File: src/scaler_pkg.sv
package scaler_pkg;

  typedef logic [23:0] pixel_t;    // r, g, b at 8 bits each
  typedef logic [11:0] cnt_t;      // h or v position
  typedef logic [9:0]  buf_addr_t; // pixel slot within a buffered line
  typedef logic [1:0]  page_t;     // line buffer page, only 0..2 in use

  // input video as delivered by the source
  typedef struct packed {
    logic   nvs;
    logic   nhs;
    pixel_t pixel;
  } video_in_t;

  typedef struct packed {
    logic hsync;
    logic vsync;
    logic de;
  } sync_t;

  // one write into the line buffer
  typedef struct packed {
    logic      en;
    page_t     page;
    buf_addr_t addr;
    pixel_t    data;
  } buf_wr_t;

  // input capture window
  localparam int IN_HSTART_D  = 6;
  localparam int IN_HACTIVE_D = 16;
  localparam int IN_VSTART_D  = 3;
  localparam int IN_VACTIVE_D = 8;
  localparam int TRIG_LINES_D = 6;  // input lines before output starts

  localparam int HREP_D = 2;
  localparam int VREP_D = 2;

  // output raster, short lines so several fit in one input line
  localparam int H_SYNC_D  = 4;
  localparam int H_BACK_D  = 6;
  localparam int H_FRONT_D = 4;
  localparam int V_SYNC_D  = 2;
  localparam int V_BACK_D  = 2;
  localparam int V_FRONT_D = 2;

endpackage
File: src/output_timing.sv
`timescale 1ns/1ps

module output_timing #(
  parameter int H_ACTIVE = scaler_pkg::IN_HACTIVE_D * scaler_pkg::HREP_D,
  parameter int V_ACTIVE = scaler_pkg::IN_VACTIVE_D * scaler_pkg::VREP_D,
  parameter int H_SYNC   = scaler_pkg::H_SYNC_D,
  parameter int H_BACK   = scaler_pkg::H_BACK_D,
  parameter int H_FRONT  = scaler_pkg::H_FRONT_D,
  parameter int V_SYNC   = scaler_pkg::V_SYNC_D,
  parameter int V_BACK   = scaler_pkg::V_BACK_D,
  parameter int V_FRONT  = scaler_pkg::V_FRONT_D
) (
  input  logic               VCLK_i,
  input  logic               nRST_i,
  input  logic               run_i,
  output scaler_pkg::cnt_t   hcnt_o,
  output scaler_pkg::cnt_t   vcnt_o,
  output scaler_pkg::sync_t  sync_o
);

  localparam scaler_pkg::cnt_t H_END = scaler_pkg::cnt_t'(H_SYNC + H_BACK + H_ACTIVE + H_FRONT - 1);
  localparam scaler_pkg::cnt_t V_END = scaler_pkg::cnt_t'(V_SYNC + V_BACK + V_ACTIVE + V_FRONT - 1);

  localparam scaler_pkg::cnt_t HS_LEN   = scaler_pkg::cnt_t'(H_SYNC);
  localparam scaler_pkg::cnt_t VS_LEN   = scaler_pkg::cnt_t'(V_SYNC);
  localparam scaler_pkg::cnt_t DE_HSTART = scaler_pkg::cnt_t'(H_SYNC + H_BACK);
  localparam scaler_pkg::cnt_t DE_HSTOP  = scaler_pkg::cnt_t'(H_SYNC + H_BACK + H_ACTIVE);
  localparam scaler_pkg::cnt_t DE_VSTART = scaler_pkg::cnt_t'(V_SYNC + V_BACK);
  localparam scaler_pkg::cnt_t DE_VSTOP  = scaler_pkg::cnt_t'(V_SYNC + V_BACK + V_ACTIVE);

  logic h_end;
  scaler_pkg::sync_t raster;

  assign h_end = (hcnt_o == H_END);

  always_ff @(posedge VCLK_i or negedge nRST_i) begin
    if (!nRST_i) begin
      hcnt_o <= '0;
      vcnt_o <= '0;
    end else if (!run_i) begin  // parked at origin until triggered
      hcnt_o <= '0;
      vcnt_o <= '0;
    end else if (h_end) begin
      hcnt_o <= '0;
      vcnt_o <= (vcnt_o == V_END) ? '0 : vcnt_o + 1'b1;
    end else begin
      hcnt_o <= hcnt_o + 1'b1;
    end
  end

  // raster decode of the current counter state
  always_comb begin
    raster.hsync = (hcnt_o < HS_LEN);
    raster.vsync = (vcnt_o < VS_LEN);
    raster.de    = (hcnt_o >= DE_HSTART) && (hcnt_o < DE_HSTOP) &&
                   (vcnt_o >= DE_VSTART) && (vcnt_o < DE_VSTOP);
  end

  always_ff @(posedge VCLK_i or negedge nRST_i) begin
    if (!nRST_i)
      sync_o <= '0;
    else
      sync_o <= run_i ? raster : '0;  // one cycle behind the counters
  end

endmodule

File: config.mk
export PLATFORM = sky130hd
export DESIGN_NAME = output_timing
export DESIGN_NICKNAME = d
export VERILOG_FILES = /design/src/scaler_pkg.sv /design/src/output_timing.sv
export SDC_FILE = /design/constraint.sdc
export NUM_CORES = 1
export LEC_CHECK = 0
export BUFFER_PORTS_ARGS = -buffer_cell sky130_fd_sc_hd__buf_2
export CORE_MARGIN = 3
export CORE_UTILIZATION = 54
export DETAILED_ROUTE_END_ITERATION = 16
export GPL_TIMING_DRIVEN = 0
export PLACE_DENSITY = 0.79
export SLEW_MARGIN = 10
export SYNTH_ARGS = -nofsm -noshare
export SYNTH_HDL_FRONTEND = slang
export SYNTH_SLANG_ARGS = --single-unit
File: constraint.sdc
create_clock -name VCLK_i -period 2.31 [get_ports VCLK_i]
set_input_delay 0.231 -clock VCLK_i [delete_from_list [all_inputs] [get_ports VCLK_i]]
set_output_delay 0.231 -clock VCLK_i [all_outputs]
set_load 0.1 [all_outputs]
==> results.md <==
* Core Box Area at 2545 sq um
* Most common cell after layout, fill and taps aside: buf_2
* Fmax at 486.3 MHz
* Final setup vio count at 0
* Drc violations at 0
* Final slew viol count at 0
* Final period util at 89.02%
* Slew @ Worst Pin at 0.5848 ns
* Outcome: completed
* Placed Instances at 212
* Non-filler cells, final at 217
* Chip Width at 58.27 um
* WP data arrival at 2.31 ns
* Largest net degree at the start of global routing at 28
* CP required at 2.56 ns
* Final worst-path setup slack at 0.2537 ns
* Final core occ at 66.91%
* H-tree depth at 1
* CTS tree: done
* Fin nets at 195
* DRT Pass-1 Iters at 4
* Hold Path Class: input port to flip-flop
* CP endpoint kind: flip-flop
* Total GRT Usage at 20.59%
* Cell variety after synth at 35
* PwrDens at 466.7 nW/um^2
* Overall routed net length at 3315 um
* Worst-Skew Late Latency at 0.32 ns
* Crit path largest cell delay at 0.46 ns
* CP Class: flip-flop to flip-flop
* Fin Setup TNS at 0 ns
* Root Buffer: clkbuf_4
* Peak VDD IR at 0.3747 mV
* Setup Buffers After CTS at 0
* First-pass GRT wire length at 5402 um
* Area growth, synth to finish at 15.44%
* Worst path cell trace: ha_1, and4b_1, a41oi_2, clkbuf_1, o21ai_0, a21oi_1
* Reg-to-reg setup timing slack at 0.25 ns
* Slowest cell on the critical path: dfrtp_2
* FILL cells at 206
* Die height at 58.27 um
* Num rows at 18
* Hold Vio Cnt, Final at 0
* Place WS at 0.2824 ns
* Slew HR at 61.01%
* Maximum buffer depth of the clock tree at 2
* Post-DR wirelength/cell at 15.28 um
* Max-cap check violation count at 0
* #FFs+latches synth at 27
* Antenna fix cells at 0
* Share of cells above drive strength 1 at 23.53%
* Grt ovf at 0
* Routability cong. at 0.9534
* Yosys top cell by area: dfrtp_1
* Cell area after synthesis at 1475 sq um
* Vias at 1302
* Period minus WS final at 2.056 ns
* Initial Util at 57.96%
* Startpoint Class: flip-flop
* Clk sinks at 27
* DRT antenna net count at 0
* Post-synth top area share at 45.80%
* Routed vias/inst at 6.000
* RSZ-0062 raised after global routing: no
* IO Port Bufs at 29
* Final hold slack at 0.2267 ns
* Most frequent cells in the layout: buf_2, dfrtp_1, nor2_1
* Average instance area after synthesis at 9.642 sq um
* Initial antenna violation count at 0
* Clock transition at path regs at 0.14 ns
* Post-Synthesis Cells at 153
* Sequential share of the synthesized area at 45.80%
* Die area at 3395 sq um
* I/O Pins at 30
* 1st-iter DRT viols at 32
* Clock buffer count from CTS at 3
* Ys Warns at 0
* Leak at 0.7987 nW
* Post-synth net total at 160
* Ranking of synthesized cells by area: dfrtp_1, xor2_1, nand3_1
* Crit-path max FO at 10
* Vias in the first global route at 1201
* Skew final at 0.006222 ns
* Dpl hpwl at 2449 um
-- worst max-delay path, delay by kind of cell, from the launching register on --
family / cells / cell delay (ns)
flip-flops: 1 / 0.46
AO/OA/AOI/OAI: 3 / 0.70
adder cells (fa/ha/maj): 1 / 0.20
AND/OR/NAND/NOR: 1 / 0.24
buffers and inverters: 1 / 0.39
-- power breakdown --
part / switching [mW] / internal [mW] / total [mW]
combinational: 0.0863 / 0.0180 / 0.104
clock: 0.140 / 0.0648 / 0.205
sequential: 0.00528 / 0.480 / 0.485
-- routing by layer --
layer / part of all wire [%] / up-vias / track usage, %
met5: 0 / - / 0
met4: 0.75 / 0 / 6.954
met3: 6.5 / 2 / 4.009
met2: 47 / 44 / 31.90
met1: 46 / 629 / 28.75
li1: - / 627 / -
-- final timing paths --
kind                            from         to  cells past startpoint
max in group asynchronous     nRST_i  vcnt_o[4]                      2
min in group asynchronous     nRST_i  vcnt_o[8]                      2
hold reg to reg            hcnt_o[0]  hcnt_o[0]                      1
setup / recovery           hcnt_o[0]  vcnt_o[4]                      6
setup reg to reg           hcnt_o[0]  vcnt_o[4]                      6
hold / removal                 run_i  sync_o[2]                      3
-- cell type report --
| class | count | area, sq um | share of cell area [%] |
|---|---|---|---|
| multi-input cells | 117 | 765.7 | 44.97 |
| well taps | 30 | 37.54 | 2.204 |
| inverters | 5 | 18.77 | 1.102 |
| clock buffers | 3 | 22.52 | 1.323 |
| plain buffers | 4 | 15.01 | 0.8817 |
| flip-flops and latches | 27 | 683.2 | 40.12 |
| clock inverters | 1 | 5.005 | 0.2939 |
| repair buffers | 30 | 155.1 | 9.111 |
-- flip-flops by register name (all words and copies together), names as in the netlist --
signal	count
hcnt_o	12
sync_o	3
vcnt_o	12
-- synthesized netlist by cell type (all sizes together) --
cell and count:
a21oi 7, a31o 1, a41o 1, a41oi 1, and2 2, and3 1, and4 2, and4b 2
clkbuf 4, dfrtp 27, ha 4, inv 5, nand2 13, nand2b 1, nand3 13, nand4 4
nand4b 1, nor2 17, nor3 3, nor4 5, nor4b 1, o2111ai 1, o21ai 6, o22ai 1
o31a 1, o31ai 4, o41ai 1, or2 2, or3 3, or4 6, xnor2 3, xor2 10
-- logic make-up (layout without fill, tap and decap cells) --
group	Yosys count	in the layout	synth area share [%]
AND/OR/NAND/NOR	76	76	28.50
flip-flops	27	27	45.80
AO/OA/AOI/OAI	24	24	12.30
XOR/XNOR	13	13	7.718
buffers and inverters	9	43	2.290
adder cells (fa/ha/maj)	4	4	3.393
-- what timing repair did --
action / CTS / global route
hold buffers: 1 / 0
endpoints found under the hold margin: 27 / 0
resized for setup: 0 / 0
-- per-stage QoR --
step	area (sq um)	power, mW
2_1_floorplan	1483	0.5691
4_1_cts	1703	0.8028
5_1_grt	1703	0.8368
6_report	1703	0.7947
3_3_place_gp	1665	0.5959
3_5_place_dp	1665	0.5980
(Power assumes the default switching activity.)
