[config.mk]
export PLATFORM = sky130hd
export DESIGN_NAME = pixel_fetch
export DESIGN_NICKNAME = d
export VERILOG_FILES = /design/src/scaler_pkg.sv /design/src/pixel_fetch.sv
export SDC_FILE = /design/constraint.sdc
export NUM_CORES = 1
export LEC_CHECK = 0
export ABC_AREA = 0
export BUFFER_PORTS_ARGS = -buffer_cell sky130_fd_sc_hd__buf_2
export CAP_MARGIN = 5
export CORE_MARGIN = 4
export CORE_UTILIZATION = 51
export DETAILED_ROUTE_END_ITERATION = 10
export GPL_ROUTABILITY_DRIVEN = 0
export PLACE_DENSITY = 0.8
export SETUP_SLACK_MARGIN = 0.05
export SYNTH_ARGS = -nofsm -noshare
export SYNTH_HDL_FRONTEND = slang
export SYNTH_SLANG_ARGS = --single-unit
[constraint.sdc]
create_clock -name VCLK_i -period 3.2 [get_ports VCLK_i]
set_clock_uncertainty 0.15 [all_clocks]
set_input_delay 0 -clock VCLK_i [delete_from_list [all_inputs] [get_ports VCLK_i]]
set_output_delay 0 -clock VCLK_i [all_outputs]
set_load 0.005 [all_outputs]
[src/scaler_pkg.sv]
package scaler_pkg;

  typedef logic [23:0] pixel_t;    // r, g, b at 8 bits each
  typedef logic [11:0] cnt_t;      // h or v position
  typedef logic [9:0]  buf_addr_t; // pixel slot within a buffered line
  typedef logic [1:0]  page_t;     // line buffer page, only 0..2 in use

  // input video as delivered by the source
  typedef struct packed {
    logic   nvs;
    logic   nhs;
    pixel_t pixel;
  } video_in_t;

  typedef struct packed {
    logic hsync;
    logic vsync;
    logic de;
  } sync_t;

  // one write into the line buffer
  typedef struct packed {
    logic      en;
    page_t     page;
    buf_addr_t addr;
    pixel_t    data;
  } buf_wr_t;

  // input capture window
  localparam int IN_HSTART_D  = 6;
  localparam int IN_HACTIVE_D = 16;
  localparam int IN_VSTART_D  = 3;
  localparam int IN_VACTIVE_D = 8;
  localparam int TRIG_LINES_D = 6;  // input lines before output starts

  localparam int HREP_D = 2;
  localparam int VREP_D = 2;

  // output raster, short lines so several fit in one input line
  localparam int H_SYNC_D  = 4;
  localparam int H_BACK_D  = 6;
  localparam int H_FRONT_D = 4;
  localparam int V_SYNC_D  = 2;
  localparam int V_BACK_D  = 2;
  localparam int V_FRONT_D = 2;

endpackage
[src/pixel_fetch.sv]
`timescale 1ns/1ps

module pixel_fetch #(
  parameter int HREP     = scaler_pkg::HREP_D,
  parameter int VREP     = scaler_pkg::VREP_D,
  parameter int H_SYNC   = scaler_pkg::H_SYNC_D,
  parameter int H_BACK   = scaler_pkg::H_BACK_D,
  parameter int H_ACTIVE = scaler_pkg::IN_HACTIVE_D * scaler_pkg::HREP_D,
  parameter int V_SYNC   = scaler_pkg::V_SYNC_D,
  parameter int V_BACK   = scaler_pkg::V_BACK_D,
  parameter int V_ACTIVE = scaler_pkg::IN_VACTIVE_D * scaler_pkg::VREP_D
) (
  input  logic                  VCLK_i,
  input  logic                  nRST_i,
  input  scaler_pkg::cnt_t      hcnt_i,
  input  scaler_pkg::cnt_t      vcnt_i,
  input  scaler_pkg::sync_t     sync_i,
  input  scaler_pkg::page_t     last_page_i,
  input  scaler_pkg::pixel_t    rd_data_i,
  output scaler_pkg::page_t     rd_page_o,
  output scaler_pkg::buf_addr_t rd_addr_o,
  output logic                  HSYNC_o,
  output logic                  VSYNC_o,
  output logic                  DE_o,
  output scaler_pkg::pixel_t    vdata_o
);

  localparam scaler_pkg::cnt_t H_START = scaler_pkg::cnt_t'(H_SYNC + H_BACK);
  localparam scaler_pkg::cnt_t H_LOAD  = scaler_pkg::cnt_t'(H_SYNC + H_BACK - 1);
  localparam scaler_pkg::cnt_t H_LAST  = scaler_pkg::cnt_t'(H_SYNC + H_BACK + H_ACTIVE - 1);
  localparam scaler_pkg::cnt_t V_START = scaler_pkg::cnt_t'(V_SYNC + V_BACK);
  localparam scaler_pkg::cnt_t V_STOP  = scaler_pkg::cnt_t'(V_SYNC + V_BACK + V_ACTIVE);
  localparam scaler_pkg::cnt_t HREP_LAST = scaler_pkg::cnt_t'(HREP - 1);
  localparam scaler_pkg::cnt_t VREP_LAST = scaler_pkg::cnt_t'(VREP - 1);

  logic h_act;
  logic v_act;
  scaler_pkg::cnt_t hrep_q;  // repeats of the current pixel
  scaler_pkg::cnt_t vrep_q;  // repeats of the current buffered line
  scaler_pkg::sync_t sync_q;

  assign h_act = (hcnt_i >= H_START) && (hcnt_i <= H_LAST);
  assign v_act = (vcnt_i >= V_START) && (vcnt_i < V_STOP);

  // rd_addr_o always belongs to the column now on hcnt_i
  always_ff @(posedge VCLK_i or negedge nRST_i) begin
    if (!nRST_i) begin
      rd_addr_o <= '0;
      hrep_q    <= '0;
    end else if (hcnt_i == H_LOAD) begin
      rd_addr_o <= '0;
      hrep_q    <= '0;
    end else if (h_act) begin
      if (hrep_q == HREP_LAST) begin
        rd_addr_o <= rd_addr_o + 1'b1;
        hrep_q    <= '0;
      end else begin
        hrep_q <= hrep_q + 1'b1;
      end
    end
  end

  always_ff @(posedge VCLK_i or negedge nRST_i) begin
    if (!nRST_i) begin
      vrep_q    <= '0;
      rd_page_o <= '0;
    end else if (!v_act) begin
      vrep_q <= '0;
    end else begin
      // new source line only at the start of a repeat group
      if (hcnt_i == H_LOAD && vrep_q == '0)
        rd_page_o <= last_page_i;
      if (hcnt_i == H_LAST)
        vrep_q <= (vrep_q == VREP_LAST) ? '0 : vrep_q + 1'b1;
    end
  end

  // rd_data_i lines up with sync_i, both one cycle after the counters
  always_ff @(posedge VCLK_i or negedge nRST_i) begin
    if (!nRST_i) begin
      sync_q  <= '0;
      vdata_o <= '0;
    end else begin
      sync_q  <= sync_i;
      vdata_o <= sync_i.de ? rd_data_i : '0;  // blank outside DE
    end
  end

  assign HSYNC_o = sync_q.hsync;
  assign VSYNC_o = sync_q.vsync;
  assign DE_o    = sync_q.de;

endmodule

==> impl_metrics.csv, run 1 <==
group,metric,value,unit
synth,yosysSeqAreaShare,52.35,%
synth,synthMuxAreaShare,1.994,%
grt,grt-ovfl-total,0,
route,drt-total-wl,8876,um
floorplanning,dieArea,7199,um2
timing,layout_worst_path_cycle_share,82.57,%
synth,yosys.area.top_type,"dfrtp_1",
clock_tree,cts_sinks,63,
synth,ys_seq_elements,63,
clock_tree,cts_htree_levels,3,
timing,tightest_slew,1117,ps
layout,nNetsFinal,504,
grt,grt_start_max_net_pins,52,
pwr,power.leakage,2.036,nW
grt,grt_pass1_wl,14610,um
layout,area_growth,43.21,%
synth,synth_top_area_share,52.35,%
synth,synth_area,3012,um2
synth,yosys.area_share.simple,30.12,%
floorplanning,rows,27,
synth,synth_top_family_by_area,"simple AND/OR/NAND/NOR gates",
critical_path,crit_type,"reg2reg",
pwr,p_total,0.001806,W
clock_tree,cts_tree,"yes",
outcome,status,"finished clean",
layout,antenna_cells,0,
timing,relSlewSlack,25.55,%
route,drc,0,
clock_tree,cts.path.max_buffers,2,
timing,finalCriticalPeriod,2642,ps
floorplanning,ios,94,
clock_tree,clk-insertion-delay-late,340,ps
timing,rsz0062_at_grt,"no",
critical_path,start_kind,"flop",
pwr,powerDensity,418.8,nW/um2
timing,max_freq,0.3785,GHz
floorplanning,die_h,84.85,um
timing,slew_viol_final,0,
clock_tree,postCtsSetupRepairBufs,0,
place,place_ws,723.8,ps
timing,setup_viol,0,
timing,fin_setup_tns,0,ps
synth,syn-instance-count,292,
layout,multi_input_area,1369,um2
clock_tree,path_clk_slew,80,ps
timing,post-route-worst-setup-slack,557.9,ps
floorplanning,initial_core_util,53.70,%
place,io_buffers,91,
synth,synth_compound_area_share,5.318,%
route,drt_iter0_drc,206,
synth,synth.avg_cell_area,10.31,um2
flow_run,maxCapViolCount,0,
route,wl_per_cell,17.07,um
layout,layout-drive-gt1-share,27.46,%
route,antenna_left,0,
clock_tree,root_buffer,"clkbuf_8",
critical_path,required,3300,ps
floorplanning,core_area,5608,um2
route,drt_pass1_iterations,5,
clock_tree,cts_resized,0,
critical_path,crit_path_max_fanout,9,
grt,gr-usage-all-layers,25.82,%
layout,n_fill_cell,350,
synth,ys_warn_count,0,
synth,synth_area_leaders,"dfrtp_1 (52%), and2_1 (5.0%), xnor2_1 (4.9%), nor2_1 (3.9%), ha_1 (2.5%)",
grt,grt_pass1_vias,2967,
timing,hold_violations,0,
critical_path,crit_path_start,"hrep_q[4]",
grt,antenna_found_initial,0,
floorplanning,die_w,84.85,um
critical_path,r2r_start,"hrep_q[4]",
critical_path,rrSetupSlack,560,ps
critical_path,critPathCaptureType,"flop",
route,vias,2880,
route,routed_via_density,5.538,
pwr,ir_drop,0.3228,mV
synth,synth_cell_type_count,43,
critical_path,critPathArrivalTime,2740,ps
layout,regArea,1577,um2
clock_tree,numCtsBuffers,9,
place,dp_hpwl,5033,um
hold_path,hold_path_startpoint,"hcnt_i[5]",
synth,synth_nets,353,
synth,synth_xor_area_share,5.526,%
hold_path,hold_path_class,"in2reg",
synth,yosys.area_share.adder,2.493,%
report_power, final:
| group | internal (W) | total [W] | switching, W |
|---|---|---|---|
| registers | 0.000819 | 0.000838 | 0.0000194 |
| logic | 0.000105 | 0.000195 | 0.0000899 |
| clock network | 0.000439 | 0.000773 | 0.000333 |
cell usage in the layout, fill, tap and decap left out, drive strengths merged, types with 8 or more instances in the layout:
cell,netlist,final
xnor2,17,17
nand3,14,14
buf,1,95
nand4,13,13
dfrtp,63,63
nor3,10,10
and2,24,24
dlygate4sd3,0,54
nand2,18,18
nor2,31,31
clkbuf,8,9
inv,8,8
nor4,16,16
a21oi,12,12
metrics by stage:
| stage | utilization, % | instances | hold slack (ps) | area, um2 |
|---|---|---|---|---|
| CTS | 76.91 | 520 | 4.172 | 4313 |
| global placement | 63.32 | 450 | -41.61 | 3551 |
| global route | 76.91 | 520 | 13.31 | 4313 |
| floorplan | - | 292 | -445.6 | 3012 |
| finish | 76.91 | 520 | 7.659 | 4313 |
| detailed placement | 63.32 | 450 | -39.69 | 3551 |
cells in the mapped netlist:
cell type	count
buf_2	1
nand3b_1	4
or2_1	1
nor4_1	12
nor3b_1	1
xnor2_1	17
nor3_1	10
mux2_4	2
nand4bb_1	1
and3_1	1
mux2i_1	3
clkbuf_2	1
o31a_1	1
nor4b_1	1
nand2b_1	3
nor4bb_1	1
and4_1	3
nand4_1	12
nand3_1	14
nand4_2	1
xor2_1	2
nor2b_1	1
or4_1	3
nor4_4	2
or3_1	4
dfrtp_1	63
o21a_1	1
or2_4	1
ha_1	6
a21o_1	1
or4_4	2
o31ai_1	2
nor4_2	2
inv_1	8
a21oi_1	12
and2_1	24
o311ai_0	1
nand2_1	18
nor2_1	31
or2_2	2
clkbuf_1	7
o211ai_1	3
o21ai_0	6
worst max-delay path, cell delays in order (launching register included):
cell and delay, ps:
dfrtp_1 440, nor4_2 330, nand4_2 290, or3_1 540, or4_1 580, a21oi_1 220
cell type report:
| type | count | area share (%) |
|---|---|---|
| Clock buffer | 9 | 2.872 |
| Sequential cell | 63 | 36.55 |
| Multi-Input combinational cell | 212 | 31.74 |
| Inverter | 8 | 0.6963 |
| Tap cell | 72 | 2.089 |
| Timing Repair Buffer | 149 | 23.79 |
| Clock inverter | 7 | 2.263 |
logic make-up after synthesis:
group | Yosys count
xor gates and xnor gates | 19
DFF | 63
buffers and inverters | 17
and+or+nand+nor | 155
adders and majority gates | 6
AOI/OAI and AO/OA | 27
muxes | 5
timing repair:
| action | 4_1_cts | 5_1_grt |
|---|---|---|
| setup endpoints to repair | 0 | 0 |
| endpoints found under the hold margin | 78 | 0 |
| hold buffers | 54 | 0 |
registers in the layout (all words and copies together), names as in the netlist:
name	flops
VSYNC_o	1
vrep_q	12
DE_o	1
rd_page_o	2
rd_addr_o	10
hrep_q	12
vdata_o	24
HSYNC_o	1
worst paths after layout:
kind,end,cells past startpoint
max in group asynchronous,vrep_q[1],3
setup / recovery,rd_addr_o[5],5
hold reg to reg,rd_page_o[1],1
min in group asynchronous,vdata_o[6],2
setup reg to reg,rd_addr_o[5],5
hold / removal,vrep_q[1],4
metal layers:
layer	wire length [um]	share of wire, %	up-vias	GRT usage [%]
met4	214	2.4	0	8.489
li1	-	-	1329	-
met2	4449	50	145	43.77
met1	3473	39	1381	30.37
met3	739	8.3	25	9.612
met5	0	0	-	0
No activity file was read; power rests on OpenSTA's default activity.
==> run 2, diff against run 1 <==
--- a/config.mk
+++ b/config.mk
@@ -5,11 +5,11 @@
 export SDC_FILE = /design/constraint.sdc
 export NUM_CORES = 1
 export LEC_CHECK = 0
-export ABC_AREA = 0
+export ABC_AREA = 1
 export BUFFER_PORTS_ARGS = -buffer_cell sky130_fd_sc_hd__buf_2
 export CAP_MARGIN = 5
 export CORE_MARGIN = 4
-export CORE_UTILIZATION = 51
+export CORE_UTILIZATION = 52
 export DETAILED_ROUTE_END_ITERATION = 10
 export GPL_ROUTABILITY_DRIVEN = 0
 export PLACE_DENSITY = 0.8
==> constraint.sdc (replaced) <==
create_clock -name VCLK_i -period 2.56 [get_ports VCLK_i]
set_clock_uncertainty 0.15 [all_clocks]
set_input_delay 0 -clock VCLK_i [delete_from_list [all_inputs] [get_ports VCLK_i]]
set_output_delay 0 -clock VCLK_i [all_outputs]
set_load 0.005 [all_outputs]
==> run 2 against run 1 <==
  * First-iteration DRC count fell by 13%
  * Power up 32%
  * Setup slack improved by 39 ps
  * Largest power group unchanged
  * Sequential power grew 29%
  * Critical endpoint is now rd_addr_o[7]
  * Fmax grew 35%
  * Final area increased by 6.3%
  * Synthesized area increased by 9.3%
  * Sequential share of layout area decreased by 2.2 points
  * Critical path depth rose by 4
  * Die area is 6.6% higher
==> impl_metrics.csv, run 2 <==
group,metric,value,unit
route,wl_per_cell,14.32,um
timing,slew_viol_final,0,
critical_path,crit_type,"reg2reg",
outcome,status,"finished clean",
synth,synth_xor_area_share,2.394,%
place,place_area,3814,um2
grt,grt-ovfl-total,0,
pwr,power.switching,0.0005964,W
grt,grt_pass1_vias,3406,
layout,n_fill_cell,404,
floorplanning,rows,28,
critical_path,start_kind,"flop",
timing,setup_viol,0,
synth,async_reset_ff_share,100.0,%
pwr,clkPwrFrac,42.2,%
route,drt-total-wl,9511,um
layout,regArea,1577,um2
clock_tree,cts_resized,0,
synth,ys.flop_type,"dfrtp_1",
pwr,powerDensity,520.7,nW/um2
route,drt_iter0_drc,180,
clock_tree,numCtsBuffers,9,
synth,yosys.area_share.simple,32.64,%
floorplanning,ios,94,
layout,fin_cells,664,
floorplanning,die_h,87.58,um
floorplanning,core_area,6026,um2
synth,ys_seq_elements,63,
layout,finish.utilization,76.10,%
synth,synth_cell_type_count,29,
synth,synth_nets,495,
synth,synth_area,3293,um2
critical_path,critPathCaptureType,"flop",
pwr,comb_power_share,12.7,%
grt,grt_start_max_net_pins,64,
pwr,power.leakage,2.571,nW
layout,antenna_cells,0,
timing,post-route-worst-setup-slack,596.6,ps
clock_tree,cts.path.max_buffers,2,
synth,synthMuxAreaShare,0,%
pwr,ir_drop,0.5588,mV
clock_tree,postCtsSetupRepairBufs,0,
critical_path,rrSetupSlack,600,ps
floorplanning,initial_core_util,54.65,%
timing,relSlewSlack,47.76,%
layout,layout_commonest_cell,"nand2_1",
floorplanning,dieArea,7670,um2
place,io_buffers,91,
layout,area_growth,39.25,%
route,vias,3383,
synth,yosys.cell_count.top_type,"nand2_1",
critical_path,critPathArrivalTime,2040,ps
layout,nNetsFinal,645,
timing,finalCriticalPeriod,1963,ps
synth,syn-instance-count,434,
clock_tree,path_clk_slew,70,ps
timing,max_freq,0.5093,GHz
synth,yosys-top-cells-count,"nand2_1 (129), inv_1 (76), dfrtp_1 (63), nand3_1 (45), nor2_1 (34)",
grt,antenna_found_initial,0,
layout,multi_input_area,1388,um2
timing,rsz0062_at_grt,"no",
route,drt_pass1_iterations,7,
pwr,p_int,0.001791,W
timing,tightest_slew,783.5,ps
clock_tree,cts_sinks,63,
clock_tree,root_buffer,"clkbuf_8",
synth,yosys.area.top_type,"dfrtp_1",
layout,mostFrequentLayoutCells,"nand2_1 (129), buf_2 (91), inv_1 (76)",
place,post-place-cells,594,
synth,synth.avg_cell_area,7.588,um2
grt,grt_pass1_wl,15870,um
critical_path,required,2640,ps
floorplanning,die_w,87.58,um
synth,yosys.area_share.adder,2.280,%
flow_run,maxCapViolCount,0,
route,routed_via_density,5.095,
synth,ys_warn_count,0,
pwr,switching_share,24.98,%
timing,layout_worst_path_cycle_share,76.69,%
critical_path,crit_path_max_fanout,11,
pwr,p_seq_share,45.1,%
timing,fin_setup_tns,0,ps
layout,regMostFlops,"vdata_o",
synth,synth_top_area_share,47.87,%
clock_tree,clk-insertion-delay-late,340,ps
hold_path,hold_path_class,"in2reg",
synth,synth_top_family_by_area,"simple AND/OR/NAND/NOR gates",
layout,largest_register_ffs,24,
synth,synth_compound_area_share,4.825,%
synth,yosysSeqAreaShare,47.87,%
timing,hold_violations,0,
clock_tree,hold_buffers,54,
place,dp_hpwl,5354,um
place,place_ws,636.8,ps
grt,gr-usage-all-layers,26.69,%
route,drc,0,
layout,top_regs,"vdata_o: 24 flops, hrep_q: 12 flops, vrep_q: 12 flops",
synth,synth_edf_count,0,
route,antenna_left,0,
layout,layout-drive-gt1-share,20.37,%
clock_tree,cts_htree_levels,3,
clock_tree,cts_tree,"yes",
layout,fin_area,4586,um2
synth,synth_area_leaders,"dfrtp_1 (48%), nand2_1 (15%), inv_1 (8.7%), nand3_1 (6.8%), nor2_1 (3.9%)",
==> run 2: kinds of logic (layout without fill, tap and decap cells) <==
logic type,Yosys count,count (layout)
fa+ha+maj,6,6
flops,63,63
simple gates,243,243
compound gates,29,29
buf+inv,84,239
xor+xnor,9,9
==> run 2: stage by stage <==
step	power [W]	hold slack [ps]
after floorplan	0.001203	-445.6
after detailed placement	0.001318	-39.65
after global routing	0.002482	70.47
final	0.002388	6.537
after global placement	0.001307	-42.29
after CTS	0.002369	7.311
==> run 2: worst paths after layout <==
| path | to | startpoint | cells after the start |
|---|---|---|---|
| max in group asynchronous | hrep_q[9] | nRST_i | 3 |
| setup / recovery | rd_addr_o[7] | hrep_q[1] | 9 |
| min in group asynchronous | vdata_o[18] | nRST_i | 3 |
| setup reg to reg | rd_addr_o[7] | hrep_q[1] | 9 |
| hold reg to reg | rd_page_o[1] | rd_page_o[1] | 2 |
| hold / removal | vrep_q[11] | vcnt_i[4] | 6 |
==> run 2: routing by layer <==
layer | share of wire, % | global-route usage, % | vias up
li1 | - | - | 1648
met1 | 42 | 32.89 | 1571
met2 | 46 | 44.59 | 149
met3 | 9.9 | 8.749 | 15
met4 | 1.7 | 8.368 | 0
met5 | 0 | 0 | -
==> run 2: power groups by stage <==
stage	combinational [W]	clock, W	sequential [W]
2_1_floorplan	0.000115	0	0.00109
3_3_place_gp	0.000219	0	0.00109
3_5_place_dp	0.000228	0	0.00109
4_1_cts	0.000290	0.00101	0.00107
5_1_grt	0.000343	0.00106	0.00108
6_report	0.000304	0.00101	0.00108
==> run 2: critical path, cell delays in order, from the launching register on <==
cell and delay [ps]:
dfrtp_1 400, inv_1 80, ha_1 140, nand3_1 70, nor2_1 180, nand2_1 110
nand2_1 380, nand2_4 170, nand2_1 100, nand2_1 50
==> run 2: layout make-up <==
type / instances / share of cell area, %
multi-input combinational: 287 / 30.26
inverter: 76 / 6.221
sequential: 63 / 34.38
timing repair buffer: 147 / 22.05
clock inverter: 5 / 1.746
clock buffer: 11 / 3.301
tap: 75 / 2.046
==> run 3, diff against run 2 <==
==> constraint.sdc (replaced) <==
create_clock -name VCLK_i -period 2.06 [get_ports VCLK_i]
set_clock_uncertainty 0.15 [all_clocks]
set_input_delay 0 -clock VCLK_i [delete_from_list [all_inputs] [get_ports VCLK_i]]
set_output_delay 0 -clock VCLK_i [all_outputs]
set_load 0.005 [all_outputs]
==> run 3 against run 2 <==
  * Via count shrank 0.15%
  * Worst hold slack improved by 0.65 ps
  * Final cell count increased by 0.30%
  * Clock power increased by 22%
  * Critical path depth fell by 2
  * Utilization increased by 0.46 points
  * First-iteration DRC count is 11% lower
==> impl_metrics.csv, run 3 (synthesis gave the netlist of run 2 again) <==
group,metric,value,unit
clock_tree,postCtsSetupRepairBufs,0,
pwr,power.leakage,2.587,nW
route,routed_via_density,5.072,
layout,fin_cells,666,
route,antenna_left,0,
grt,grt-ovfl-total,0,
pwr,powerDensity,637.3,nW/um2
timing,slew_viol_final,0,
pwr,ir_drop,0.4505,mV
grt,grt_pass1_wl,15440,um
clock_tree,cts_htree_levels,3,
critical_path,required,2130,ps
route,drc,0,
place,dp_hpwl,5508,um
flow_run,maxCapViolCount,0,
timing,post-route-worst-setup-slack,244.9,ps
clock_tree,cts.path.max_buffers,2,
timing,finalCriticalPeriod,1815,ps
layout,top_regs,"vdata_o: 24 flops, hrep_q: 12 flops, vrep_q: 12 flops",
floorplanning,rows,28,
floorplanning,core_area,6026,um2
critical_path,r2r_start,"hrep_q[0]",
critical_path,cp_cell_sequence,"ha_1 -> nand2_1 -> nor3_1 -> nand3_1 -> xor2_1 -> nand3_1 -> nand2_1",
hold_path,hold_path_class,"in2reg",
hold_path,hold_path_end,"vrep_q[11]",
critical_path,crit_type,"reg2reg",
critical_path,crit_path_start,"hrep_q[0]",
place,post-place-cells,596,
critical_path,r2r_cells,7,
floorplanning,die_w,87.58,um
layout,regMostFlops,"vdata_o",
timing,layout_worst_path_cycle_share,88.11,%
grt,gr-usage-all-layers,26.17,%
timing,relSlewSlack,58.11,%
place,io_buffers,91,
critical_path,r2r_end,"hrep_q[10]",
route,drt-total-wl,9316,um
critical_path,crit_path_max_fanout,5,
critical_path,critPathArrivalTime,1890,ps
timing,max_freq,0.5509,GHz
layout,largest_register_ffs,24,
hold_path,hold_depth,6,
hold_path,hold_path_startpoint,"vcnt_i[4]",
clock_tree,cts_resized,0,
timing,tightest_slew,628.3,ps
grt,antenna_found_initial,0,
route,drt_iter0_drc,160,
floorplanning,dieArea,7670,um2
route,vias,3378,
floorplanning,ios,94,
grt,grt.busiest_layer,"met2",
route,drt_pass1_iterations,5,
clock_tree,clk-insertion-delay-late,340,ps
layout,area_growth,40.08,%
place,place_area,3841,um2
grt,grt_pass1_vias,3243,
timing,hold_violations,0,
layout,mostFrequentLayoutCells,"nand2_1 (129), buf_2 (91), inv_1 (76)",
layout,layout_commonest_cell,"nand2_1",
layout,antenna_cells,0,
floorplanning,die_h,87.58,um
clock_tree,cts_sinks,63,
clock_tree,numCtsBuffers,9,
critical_path,critPathCaptureType,"flop",
layout,fin_area,4613,um2
clock_tree,path_clk_slew,80,ps
grt,grt.met3_usage,8.655,%
clock_tree,cts_tree,"yes",
outcome,status,"finished clean",
grt,grt_start_max_net_pins,37,
timing,whs,7.188,ps
critical_path,start_kind,"flop",
timing,rsz0062_at_grt,"no",
grt,use_met1,33.58,%
timing,setup_viol,0,
place,place_ws,262.5,ps
critical_path,crit_slowest_cell,"dfrtp_1",
clock_tree,root_buffer,"clkbuf_8",
critical_path,rrSetupSlack,240,ps
grt,met2_usage,41.30,%
floorplanning,initial_core_util,54.65,%
critical_path,cp_slowest_stage_delay,420,ps
route,wl_per_cell,13.99,um
layout,nNetsFinal,647,
timing,fin_setup_tns,0,ps
layout,layout-drive-gt1-share,20.64,%
==> run 3: changes by cell type in the layout (fill, tap and decap cells not counted), sizes merged <==
| cell | previous run | this run |
|---|---|---|
| buf | 93 | 95 |
==> run 3: final cells by class <==
type                            count  area [um2]
Clock buffer                       11       151.4
Multi-Input combinational cell    287        1388
Timing Repair Buffer              149        1039
Clock inverter                      5       80.08
Tap cell                           75       93.84
Fill cell                         416        1413
Sequential cell                    63        1577
Inverter                           76       285.3
==> run 3: power breakdown <==
part	internal [W]	leakage, nW	switching, W
Combinational	0.000188	1.65	0.000192
Sequential	0.00130	0.830	0.0000391
Clock	0.000745	0.112	0.000480
==> run 3: stage by stage <==
stage | utilization (%) | power [W]
after CTS | 76.56 | 0.002940
after global placement | 63.75 | 0.001628
after floorplan | - | 0.001495
final | 76.56 | 0.002940
after global routing | 76.56 | 0.003081
after detailed placement | 63.75 | 0.001639
==> run 3: routing by layer <==
layer,up-vias,share of wire [%]
met1,1551,43
met5,-,0
met4,0,1.9
li1,1657,-
met2,154,45
met3,16,10
==> run 3: worst max path at each step <==
stage / endpoint / cells past startpoint
2_1_floorplan: hrep_q[10] / 7
3_3_place_gp: rd_addr_o[1] / 8
3_5_place_dp: hrep_q[6] / 7
4_1_cts: hrep_q[10] / 7
5_1_grt: rd_addr_o[1] / 9
6_report: hrep_q[10] / 7
==> run 3: timing repair <==
item                       in CTS  in global routing
hold buffers                   54                  0
setup endpoints to repair       0                  0
hold endpoints to repair       92                  0
==> run 3: critical path, delay by kind of cell, from the launching register on <==
kind / cells / cell delay [ps]
and+or+nand+nor: 5 / 770
DFF: 1 / 420
adders and majority gates: 1 / 180
xor gates and xnor gates: 1 / 180
